## config.mk

```make
export PLATFORM = sky130hd
export DESIGN_NAME = mycpu_top
export DESIGN_NICKNAME = d
export VERILOG_FILES = /design/src/cpu_core_pkg.sv /design/src/mips_isa_pkg.sv /design/src/mycpu_top.sv /design/src/datapath.sv /design/src/mmu.sv /design/src/decoder.sv /design/src/alu.sv /design/src/regfile.sv
export SDC_FILE = /design/constraint.sdc
export NUM_CORES = 2
export LEC_CHECK = 0
export ABC_AREA = 1
export BUFFER_PORTS_ARGS = -buffer_cell sky130_fd_sc_hd__buf_2
export CAP_MARGIN = 30
export CORE_MARGIN = 3
export CORE_UTILIZATION = 37
export CTS_CLUSTER_SIZE = 40
export DETAILED_ROUTE_END_ITERATION = 7
export HOLD_SLACK_MARGIN = 0.03
export SYNTH_ARGS = -nofsm -noshare
export SYNTH_HDL_FRONTEND = slang
export SYNTH_SLANG_ARGS = --single-unit
```

## constraint.sdc

```tcl
create_clock -name clk -period 14.4 [get_ports clk]
set_input_delay 3.6 -clock clk [delete_from_list [all_inputs] [get_ports clk]]
set_output_delay 3.6 -clock clk [all_outputs]
set_load 0.05 [all_outputs]
```

## src/cpu_core_pkg.sv

```systemverilog
package cpu_core_pkg;

    // first fetch address, kseg1 boot rom
    localparam logic [31:0] reset_vector = 32'hBFC0_0000;

    typedef enum logic [2:0] {
        FETCH,
        DECODE,
        EXECUTE,
        MEM,
        WRITEBACK
    } cpu_state_e;

    typedef enum logic [3:0] {
        ALU_ADD,
        ALU_SUB,
        ALU_AND,
        ALU_OR,
        ALU_XOR,
        ALU_SLT,
        ALU_SLTU,
        ALU_SLL,
        ALU_SRL,
        ALU_LUI
    } alu_op_e;

    // decoder output
    typedef struct packed {
        alu_op_e alu_op;
        // operand b from immediate
        logic    imm_sel;
        logic    zero_ext;
        logic    reg_write;
        // rt is the destination, not rd
        logic    dest_rt;
        logic    is_load;
        logic    is_store;
        logic    is_beq;
        logic    is_bne;
        logic    is_jump;
        logic    use_shamt;
    } ctrl_t;

    typedef struct packed {
        logic        en;
        logic [3:0]  wen;
        logic [31:0] addr;
        logic [31:0] wdata;
    } mem_req_t;

    typedef struct packed {
        logic [31:0] pc;
        logic [3:0]  wen;
        logic [4:0]  wnum;
        logic [31:0] wdata;
    } wb_trace_t;

endpackage

```

## src/mips_isa_pkg.sv

```systemverilog
package mips_isa_pkg;

    // major opcode field, bits 31:26
    typedef enum logic [5:0] {
        OP_SPECIAL = 6'h00,
        OP_J       = 6'h02,
        OP_BEQ     = 6'h04,
        OP_BNE     = 6'h05,
        OP_ADDIU   = 6'h09,
        OP_ANDI    = 6'h0C,
        OP_ORI     = 6'h0D,
        OP_LUI     = 6'h0F,
        OP_LW      = 6'h23,
        OP_SW      = 6'h2B
    } opcode_e;

    // funct field for the SPECIAL group
    typedef enum logic [5:0] {
        FN_SLL  = 6'h00,
        FN_SRL  = 6'h02,
        FN_ADDU = 6'h21,
        FN_SUBU = 6'h23,
        FN_AND  = 6'h24,
        FN_OR   = 6'h25,
        FN_XOR  = 6'h26,
        FN_SLT  = 6'h2A,
        FN_SLTU = 6'h2B
    } funct_e;

    // R-type layout, imm and jump target overlap the low bits
    typedef struct packed {
        opcode_e    op;
        logic [4:0] rs;
        logic [4:0] rt;
        logic [4:0] rd;
        logic [4:0] shamt;
        funct_e     funct;
    } instr_t;

endpackage
```

## src/mycpu_top.sv

```systemverilog
module mycpu_top (
    input  logic        clk,
    input  logic        rst,

    // instruction sram
    output logic        inst_sram_en,
    output logic [3:0]  inst_sram_wen,
    output logic [31:0] inst_sram_addr,
    output logic [31:0] inst_sram_wdata,
    input  logic [31:0] inst_sram_rdata,

    // data sram
    output logic        data_sram_en,
    output logic [3:0]  data_sram_wen,
    output logic [31:0] data_sram_addr,
    output logic [31:0] data_sram_wdata,
    input  logic [31:0] data_sram_rdata,

    // retirement trace
    output logic [31:0] debug_wb_pc,
    output logic [3:0]  debug_wb_rf_wen,
    output logic [4:0]  debug_wb_rf_wnum,
    output logic [31:0] debug_wb_rf_wdata
);
    import cpu_core_pkg::*;

    logic [31:0] pc;
    mem_req_t    data_req;
    wb_trace_t   trace;
    logic [31:0] inst_paddr;
    logic [31:0] data_paddr;

    datapath datapath (
        .clk        (clk),
        .rst        (rst),
        .pc         (pc),
        .instr      (inst_sram_rdata),
        .data_req   (data_req),
        .data_rdata (data_sram_rdata),
        .trace      (trace)
    );

    // both address streams go through the fixed mapping
    mmu mmu (
        .inst_vaddr (pc),
        .inst_paddr (inst_paddr),
        .data_vaddr (data_req.addr),
        .data_paddr (data_paddr)
    );

    // fetch port always reading
    assign inst_sram_en = 1'b1;
    assign inst_sram_wen = 4'h0;
    assign inst_sram_addr = inst_paddr;
    assign inst_sram_wdata = 32'd0;

    assign data_sram_en = data_req.en;
    assign data_sram_wen = data_req.wen;
    assign data_sram_addr = data_paddr;
    assign data_sram_wdata = data_req.wdata;

    // flatten trace struct
    assign debug_wb_pc = trace.pc;
    assign debug_wb_rf_wen = trace.wen;
    assign debug_wb_rf_wnum = trace.wnum;
    assign debug_wb_rf_wdata = trace.wdata;

endmodule

```

## src/datapath.sv

```systemverilog
module datapath (
    input  logic                    clk,
    input  logic                    rst,
    output logic [31:0]             pc,
    input  mips_isa_pkg::instr_t    instr,
    output cpu_core_pkg::mem_req_t  data_req,
    input  logic [31:0]             data_rdata,
    output cpu_core_pkg::wb_trace_t trace
);
    import mips_isa_pkg::*;
    import cpu_core_pkg::*;

    cpu_state_e  state;
    instr_t      ir;
    ctrl_t       ctrl;
    logic [31:0] a_reg;
    logic [31:0] b_reg;
    logic [31:0] alu_out_reg;
    logic [31:0] rdata1;
    logic [31:0] rdata2;
    logic [31:0] ext_imm;
    logic [31:0] alu_b;
    logic [4:0]  alu_shamt;
    logic [31:0] alu_result;
    logic        alu_zero;
    logic        taken;
    logic [31:0] pc_plus4;
    logic [31:0] branch_target;
    logic [31:0] jump_target;
    logic [31:0] next_pc;
    logic        retire;
    logic        rf_we;
    logic [4:0]  rf_waddr;
    logic [31:0] rf_wdata;

    // operands read straight off the sram word during DECODE
    regfile regfile (
        .clk    (clk),
        .rst    (rst),
        .raddr1 (instr.rs),
        .raddr2 (instr.rt),
        .rdata1 (rdata1),
        .rdata2 (rdata2),
        .we     (rf_we),
        .waddr  (rf_waddr),
        .wdata  (rf_wdata)
    );

    decoder decoder (
        .instr (ir),
        .ctrl  (ctrl)
    );

    // imm is the low half of the latched word
    assign ext_imm = ctrl.zero_ext ? {16'd0, ir[15:0]} : {{16{ir[15]}}, ir[15:0]};
    assign alu_b = ctrl.imm_sel ? ext_imm : b_reg;
    assign alu_shamt = ctrl.use_shamt ? ir.shamt : 5'd0;

    alu alu (
        .op     (ctrl.alu_op),
        .a      (a_reg),
        .b      (alu_b),
        .shamt  (alu_shamt),
        .result (alu_result),
        .zero   (alu_zero)
    );

    // no delay slot, redirect straight away
    assign pc_plus4 = pc + 32'd4;
    assign branch_target = pc_plus4 + {ext_imm[29:0], 2'b00};
    assign jump_target = {pc[31:28], ir[25:0], 2'b00};
    assign taken = (ctrl.is_beq && alu_zero) || (ctrl.is_bne && !alu_zero);

    always_comb begin
        if (ctrl.is_jump) begin
            next_pc = jump_target;
        end else if (taken) begin
            next_pc = branch_target;
        end else begin
            next_pc = pc_plus4;
        end
    end

    // retire points: 3 cycles alu/branch, 4 store, 5 load
    assign retire = (state == EXECUTE && !ctrl.is_load && !ctrl.is_store)
                 || (state == MEM && ctrl.is_store)
                 || (state == WRITEBACK);

    assign rf_we = retire && ctrl.reg_write;
    assign rf_waddr = ctrl.dest_rt ? ir.rt : ir.rd;
    // load data only in WRITEBACK
    assign rf_wdata = (state == WRITEBACK) ? data_rdata : alu_result;

    // control state and pc
    always_ff @(posedge clk) begin
        if (rst) begin
            state <= FETCH;
            pc <= reset_vector;
        end else begin
            case (state)
                FETCH:     state <= DECODE;
                DECODE:    state <= EXECUTE;
                EXECUTE: begin
                    if (ctrl.is_load || ctrl.is_store) begin
                        state <= MEM;
                    end else begin
                        state <= FETCH;
                    end
                end
                MEM:       state <= ctrl.is_load ? WRITEBACK : FETCH;
                WRITEBACK: state <= FETCH;
                default:   state <= FETCH;
            endcase
            // pc holds the retiring address until the last cycle
            if (retire) begin
                pc <= next_pc;
            end
        end
    end

    // instruction and operand latches
    always_ff @(posedge clk) begin
        if (state == DECODE) begin
            ir <= instr;
            a_reg <= rdata1;
            b_reg <= rdata2;
        end
        // effective address for MEM
        if (state == EXECUTE) begin
            alu_out_reg <= alu_result;
        end
    end

    // one-cycle data access in MEM
    assign data_req.en = (state == MEM);
    assign data_req.wen = (state == MEM && ctrl.is_store) ? 4'hF : 4'h0;
    assign data_req.addr = alu_out_reg;
    assign data_req.wdata = b_reg;

    // wen only for a real register write
    assign trace.pc = pc;
    assign trace.wen = (rf_we && rf_waddr != 5'd0) ? 4'hF : 4'h0;
    assign trace.wnum = rf_waddr;
    assign trace.wdata = rf_wdata;

endmodule

```

## src/mmu.sv

```systemverilog
module mmu (
    input  logic [31:0] inst_vaddr,
    output logic [31:0] inst_paddr,
    input  logic [31:0] data_vaddr,
    output logic [31:0] data_paddr
);

    // kseg0/kseg1 drop the top three bits, useg and kseg2/3 pass through
    function automatic logic [31:0] translate(input logic [31:0] vaddr);
        logic in_kseg;
        in_kseg = (vaddr[31:30] == 2'b10);
        if (in_kseg) begin
            return {3'b000, vaddr[28:0]};
        end
        return vaddr;
    endfunction

    // fetch side
    assign inst_paddr = translate(inst_vaddr);
    // load/store side
    assign data_paddr = translate(data_vaddr);

endmodule

```

## src/decoder.sv

```systemverilog
module decoder (
    input  mips_isa_pkg::instr_t instr,
    output cpu_core_pkg::ctrl_t  ctrl
);
    import mips_isa_pkg::*;
    import cpu_core_pkg::*;

    always_comb begin
        // unsupported encodings fall out as nop
        ctrl = '0;
        ctrl.alu_op = ALU_ADD;
        case (instr.op)
            OP_SPECIAL: begin
                ctrl.reg_write = 1'b1;
                case (instr.funct)
                    FN_ADDU: ctrl.alu_op = ALU_ADD;
                    FN_SUBU: ctrl.alu_op = ALU_SUB;
                    FN_AND:  ctrl.alu_op = ALU_AND;
                    FN_OR:   ctrl.alu_op = ALU_OR;
                    FN_XOR:  ctrl.alu_op = ALU_XOR;
                    FN_SLT:  ctrl.alu_op = ALU_SLT;
                    FN_SLTU: ctrl.alu_op = ALU_SLTU;
                    FN_SLL: begin
                        ctrl.alu_op = ALU_SLL;
                        ctrl.use_shamt = 1'b1;
                    end
                    FN_SRL: begin
                        ctrl.alu_op = ALU_SRL;
                        ctrl.use_shamt = 1'b1;
                    end
                    default: ctrl.reg_write = 1'b0;
                endcase
            end
            // immediates write rt
            OP_ADDIU, OP_ANDI, OP_ORI, OP_LUI: begin
                ctrl.imm_sel = 1'b1;
                ctrl.reg_write = 1'b1;
                ctrl.dest_rt = 1'b1;
                // logical imms are zero extended
                ctrl.zero_ext = (instr.op == OP_ANDI) || (instr.op == OP_ORI);
                if (instr.op == OP_ANDI) begin
                    ctrl.alu_op = ALU_AND;
                end else if (instr.op == OP_ORI) begin
                    ctrl.alu_op = ALU_OR;
                end else if (instr.op == OP_LUI) begin
                    ctrl.alu_op = ALU_LUI;
                end
            end
            // address = base + sext(imm)
            OP_LW: begin
                ctrl.imm_sel = 1'b1;
                ctrl.reg_write = 1'b1;
                ctrl.dest_rt = 1'b1;
                ctrl.is_load = 1'b1;
            end
            OP_SW: begin
                ctrl.imm_sel = 1'b1;
                ctrl.is_store = 1'b1;
            end
            // compare by subtraction
            OP_BEQ: begin
                ctrl.alu_op = ALU_SUB;
                ctrl.is_beq = 1'b1;
            end
            OP_BNE: begin
                ctrl.alu_op = ALU_SUB;
                ctrl.is_bne = 1'b1;
            end
            OP_J: ctrl.is_jump = 1'b1;
            default: ctrl.reg_write = 1'b0;
        endcase
    end

endmodule

```

## src/alu.sv

```systemverilog
module alu (
    input  cpu_core_pkg::alu_op_e op,
    input  logic [31:0]           a,
    input  logic [31:0]           b,
    input  logic [4:0]            shamt,
    output logic [31:0]           result,
    output logic                  zero
);
    import cpu_core_pkg::*;

    always_comb begin
        case (op)
            ALU_ADD:  result = a + b;
            ALU_SUB:  result = a - b;
            ALU_AND:  result = a & b;
            ALU_OR:   result = a | b;
            ALU_XOR:  result = a ^ b;
            // signed compare
            ALU_SLT:  result = {31'd0, $signed(a) < $signed(b)};
            ALU_SLTU: result = {31'd0, a < b};
            // shifts act on rt, which sits on b
            ALU_SLL:  result = b << shamt;
            ALU_SRL:  result = b >> shamt;
            // imm into upper half
            ALU_LUI:  result = {b[15:0], 16'd0};
            default:  result = 32'd0;
        endcase
    end

    // beq/bne resolve on this
    assign zero = (result == 32'd0);

endmodule

```

## src/regfile.sv

```systemverilog
module regfile (
    input  logic        clk,
    input  logic        rst,
    input  logic [4:0]  raddr1,
    input  logic [4:0]  raddr2,
    output logic [31:0] rdata1,
    output logic [31:0] rdata2,
    input  logic        we,
    input  logic [4:0]  waddr,
    input  logic [31:0] wdata
);

    logic [31:0] regs [32];

    // sync write, $0 never written
    always_ff @(posedge clk) begin
        if (rst) begin
            for (int i = 0; i < 32; i++) begin
                regs[i] <= '0;
            end
        end else if (we && waddr != 5'd0) begin
            regs[waddr] <= wdata;
        end
    end

    // async read, $0 forced to zero
    assign rdata1 = (raddr1 == 5'd0) ? 32'd0 : regs[raddr1];
    assign rdata2 = (raddr2 == 5'd0) ? 32'd0 : regs[raddr2];

endmodule

```

Word level (Yosys, flattened, before mapping)
Memory sizes are Yosys's and may differ from the RTL's. A register that Yosys moved wholly into a read port is not among the register bits.
Cells that the tools add are included.
{"block": "totals", "ff_bits": 99, "latchBits": 0, "mem_bits_rw": 1024, "romBits": 0, "in_bits": 66, "out_inout_bits": 211, "word_cells": 130, "n_memories": 1}
{"block": "classes", "n_addsub": 4, "mul": 0, "n_div": 0, "order_cmp": 2, "eq_ne": 32, "shift": 2, "n_mux": 44, "n_bitwise": 4, "reduce_logical": 31}
{"memory": "datapath.regfile.regs", "words": 32, "width": 32, "rd": 2, "rd_clocked_by_memory_dff": 2, "write_ports": 32, "line": "regfile.sv:13", "text": "logic [31:0] regs [32];"}
{"op": "$pmux W32 S10", "count": 1}
{"op": "$mux W32", "count": 9}
{"op": "$add A32 B32 Y32", "count": 2}
{"op": "$lt A32 B32 Y1", "count": 2}
{"op": "$eq A6 B6 Y1 const B", "count": 9}
{"op": "$add A32 B3 Y32 const B", "count": 1}
{"op": "$and A32 B32 Y32", "count": 1}
{"op": "$logic_not A32 Y1", "count": 1}
{"op": "$or A32 B32 Y32", "count": 1}
{"op": "$pmux W4 S8", "count": 1}
{"op": "$reduce_or A32 Y1", "count": 1}
{"op": "$shl A32 B5 Y32", "count": 1}
{"op": "$shr A32 B5 Y32", "count": 1}
{"op": "$sub A32 B32 Y32", "count": 1}
{"op": "$xor A32 B32 Y32", "count": 1}
{"op": "$mux W28", "count": 1}
{"op": "$eq A6 B4 Y1 const B", "count": 4}
{"op": "$mux W4", "count": 5}
{"op": "$mux W1", "count": 19}
{"op": "$eq A4 B3 Y1 const B", "count": 4}
{"op": "$mux W5", "count": 3}
{"op": "$eq A6 B2 Y1 const B", "count": 2}
{"op": "$eq A6 B3 Y1 const B", "count": 2}
{"op": "$logic_not A6 Y1", "count": 2}
{"op": "other kinds (26)", "count": 44}

Depth between registers and ports, before layout
{"block": "depth", "ltp_word": 14, "ltp_mapped": 38, "mapped_depth_nobuf": 36}

Cells and area by module
From an unflattened synthesis, not the netlist that was laid out.
{"block": "hier_totals", "hier_cells": 10747, "area_unflattened_um2": 77704.5}
{"mod": "regfile", "n_inst": 1, "cells_per_inst": 7252, "area_per_inst_um2": 56525.5, "seq_area_each_um2": 30749.5}
{"mod": "alu", "n_inst": 1, "cells_per_inst": 2112, "area_per_inst_um2": 10259.8, "seq_area_each_um2": 0.0}
{"mod": "datapath", "n_inst": 1, "cells_per_inst": 1191, "area_per_inst_um2": 9746.8, "seq_area_each_um2": 4504.3}
{"mod": "mmu", "n_inst": 1, "cells_per_inst": 70, "area_per_inst_um2": 490.5, "seq_area_each_um2": 0.0}
{"mod": "decoder", "n_inst": 1, "cells_per_inst": 83, "area_per_inst_um2": 396.6, "seq_area_each_um2": 0.0}
{"mod": "mycpu_top", "n_inst": 1, "cells_per_inst": 39, "area_per_inst_um2": 285.3, "seq_area_each_um2": 0.0}

Worst setup path before layout
Ideal clock, no wire load.
{"block": "synth_timing", "path_type": "input -> output", "from": "in data_sram_rdata[0]", "to": "out debug_wb_rf_wdata[0]", "arrival_ns": 4.765, "required_ns": 10.800, "slack_ns": 6.035, "cell_stages": 2, "path_buffers": 0, "cell_sequence": "inv_1 -> o21ai_0"}
{"block": "synth_between", "elab_chain_cells": 1}
{"element": "from (decl)", "line": "mycpu_top.sv:17", "text": "input logic [31:0] data_sram_rdata,"}
{"element": "$mux W32", "line": "datapath.sv:92", "text": "assign rf_wdata = (state == WRITEBACK) ? data_rdata : alu_result;"}
{"element": "to (decl)", "line": "mycpu_top.sv:23", "text": "output logic [31:0] debug_wb_rf_wdata"}
Every way passes these cells.

Final worst setup path
{"block": "layout_timing", "from": "reg datapath.ir[27] in the netlist's numbering", "to": "out debug_wb_rf_wdata[12]"}
{"block": "layout_between", "elab_chain_cells": 8, "elab_cells_between_ends": 42, "cone_classes": "add/sub: 2; eq/ne: 17; shift: 2; mux: 12; bitwise: 3; reduce/logical: 6"}
{"element": "from (decl)", "line": "datapath.sv:14", "text": "instr_t ir;"}
{"element": "from (signal assigned)", "line": "datapath.sv:124", "text": "ir <= instr;"}
{"element": "parallel branches: the longest is 6 deep, another holds $sub A32 B32 Y32"}
{"element": "$pmux W32 S10 (*)", "line": "alu.sv:12", "text": "case (op)"}
{"element": "$mux W32 (*)", "line": "datapath.sv:92"}
Mark *: on every way between the ends.

==> results.yml <==
grt:
  grt_usage_pct: 31.67
  antenna_found_initial: 16
  grt_pass1_wl_um: 472300
  overflow: 0
  grt_pass1_vias: 66110
  grt_max_degree: 198
layout:
  synthToLayoutAreaGrowth_pct: 9.681
  nets: 9330
  largest_reg_flops: 1024
  fillers: 19820
  drive_above_1_share_pct: 8.340
  top_register: "datapath.regfile.regs"
  final_cell_area_mm2: 0.08111
  layout.cells.non_filler: 11890
yosys:
  synth-edff-count: 1152
  ys_warn_count: 0
  synth_top_area_share_pct: 46.78
  synthArstFlopShare_pct: 0
  ys_dominant_reg_cell: "edfxtp_1"
  synth_most_common_cell: "nor2_1"
  synthesis.area_per_instance_um2: 7.914
  synthCells: 9344
  seq_area_frac_synth_pct: 47.67
  netlist_area_mm2: 0.07395
  yosysUniqueCellTypes: 59
  ys_ff_latch: 1185
  ys_top_cells_by_count: "nor2_1 (1582), nand2_1 (1361), o21ai_0 (1210)"
  yosys-top-cells-area: "edfxtp_1 (47%), o21ai_0 (8.2%), nor2_1 (8.0%)"
  yosys.area.top_type: "edfxtp_1"
pwr:
  powerDensity_mw_per_mm2: 125.8
  ir_drop_mv: 0.1340
  p_leak_nw: 32.10
placed_design:
  hpwl_um: 220500
  pre_cts_ws_ns: 4.816
  gp_congestion: 0.9774
  io_buffers: 235
  place_area_mm2: 0.07661
  placed_cells: 11620
die:
  core-area_mm2: 0.1980
  die-area_mm2: 0.2053
  std_cell_rows: 163
  ios: 277
  die_h_um: 453.1
  initial_core_util_pct: 37.34
  die_x_um: 453.1
clock_tree:
  cts_buffer_depth: 3
  tritoncts: "built"
  cts_setup_buffers: 0
  cts-resized-gates: 0
  htreeDepth: 4
  cts_buffers: 139
  clock_latency_ns: 0.80
  clockRootBuffer: "clkbuf_16"
  cts_hold_buf: 0
  clock_sinks: 1185
  clk_pin_slew_ns: 0.06
setup_path:
  cpPeakStageDelay_ns: 0.67
  path_class: "reg2out"
  cp_max_fo: 31
  worstPathRequired_ns: 10.80
  cp-start-kind: "register"
  path_common_cell: "nand2_1"
  end_kind: "primary output"
  crit_slowest_cell: "nor2_1"
  cp_data_arrival_time_ns: 6.97
run:
  cap_violations: 0
drt:
  wl_um: 336500
  first_pass_iters: 7
  drt_iter0_drc: 10180
  num_vias: 71100
  vias_per_cell: 5.979
  drc: 0
  ant_nets: 0
  wire_per_inst_um: 28.30
status:
  status: "finished, final reports clean"
sta:
  whs_ns: 0.5361
  min_period_over_period_pct: 73.41
  hold_viol: 0
  fmax_mhz: 94.60
  worstMarginPinSlew_ns: 1.129
  rsz0062_at_grt: "no"
  maxSlewViolCount: 0
  finClkSkew_ns: 0.04012
  max_slew_margin_pct: 24.49
  setup_viol: 0
  period_minus_slack_ns: 10.57
  fin_setup_tns_ns: 0
  setup_ws_ns: 3.829
min_path:
  worstHoldPathType: "reg2reg"
-- layout by cell type (no fill, tap or decap), drive strengths merged, types with 11 or more instances in the layout --
| cell type | count |
|---|---|
| nand4 | 66 |
| nor2 | 1597 |
| buf | 442 |
| o21bai | 14 |
| dfxtp | 33 |
| clkbuf | 175 |
| a311oi | 40 |
| nand2 | 1388 |
| nor3 | 30 |
| a31oi | 41 |
| a41oi | 23 |
| conb | 73 |
| xor2 | 54 |
| a21oi | 640 |
| or2 | 13 |
| nand3 | 723 |
| o211ai | 243 |
| a221o | 11 |
| o21ai | 1217 |
| edfxtp | 1152 |
| a211oi | 42 |
| ha | 129 |
| nor4 | 12 |
| o22ai | 84 |
| xnor2 | 14 |
| inv | 833 |
| a2111oi | 19 |
| clkinv | 72 |
-- critical path: cells and delay by family (launching register included) --
family	cells	cell delay (ns)
adders and majority gates	2	0.77
AOI/OAI and AO/OA	2	0.62
buffers and inverters	6	1.23
and+or+nand+nor	15	3.09
DFF	1	0.44
-- stage by stage --
step	total power, mW	util, %
after floorplan	5.648	-
after global placement	6.703	38.65
after detailed placement	6.712	38.69
after CTS	10.17	40.91
after global routing	10.52	40.95
final	10.20	40.96
-- path summary, 6_finish.rpt --
check,to,slack [ns],startpoint,depth (start not counted)
worst min-delay path,datapath.pc[25],0.54,datapath.ir[23],4
worst max-delay path,debug_wb_rf_wdata[12],3.83,datapath.ir[27],25
worst max register to register,datapath.pc[28],7.15,datapath.ir[27],32
worst min register to register,datapath.pc[25],0.54,datapath.ir[23],4
-- kinds of logic (layout without fill, tap and decap cells) --
group,after synthesis,count (layout),share of synthesized area (%)
adders and majority gates,132,132,2.264
and+or+nand+nor,3841,3841,21.42
AOI/OAI and AO/OA,2412,2412,18.20
DFF,1185,1185,47.67
buffers and inverters,1703,1533,9.617
xor gates and xnor gates,68,68,0.8054
muxes,1,1,0.01354
other,2,79,0.01016
-- per-layer routing --
layer,wire [um],vias to the layer above,global-route usage (%)
li1,-,31310,-
met1,129100,34190,40.72
met2,148900,4637,49.31
met3,37910,954,7.290
met4,20570,10,17.29
met5,70,-,0
-- report_power, final --
group / internal (mW) / switching [mW] / total (mW)
combinational: 0.541 / 2.12 / 2.66
sequential: 3.94 / 0.117 / 4.05
clock: 1.96 / 1.53 / 3.49
total: 6.44 / 3.76 / 10.2
-- cell type report --
cell class	instances	area, um2	area share [%]
tap	2640	3303	4.073
clock buffer	171	3641	4.489
antenna	6	15.01	0.01851
inverter	832	3141	3.872
clock inverter	83	768.2	0.9472
timing repair buffer	447	2935	3.619
sequential	1185	35250	43.46
multi-input combinational	6527	32050	39.52
Note: power is estimated with default switching activity, not from simulation.
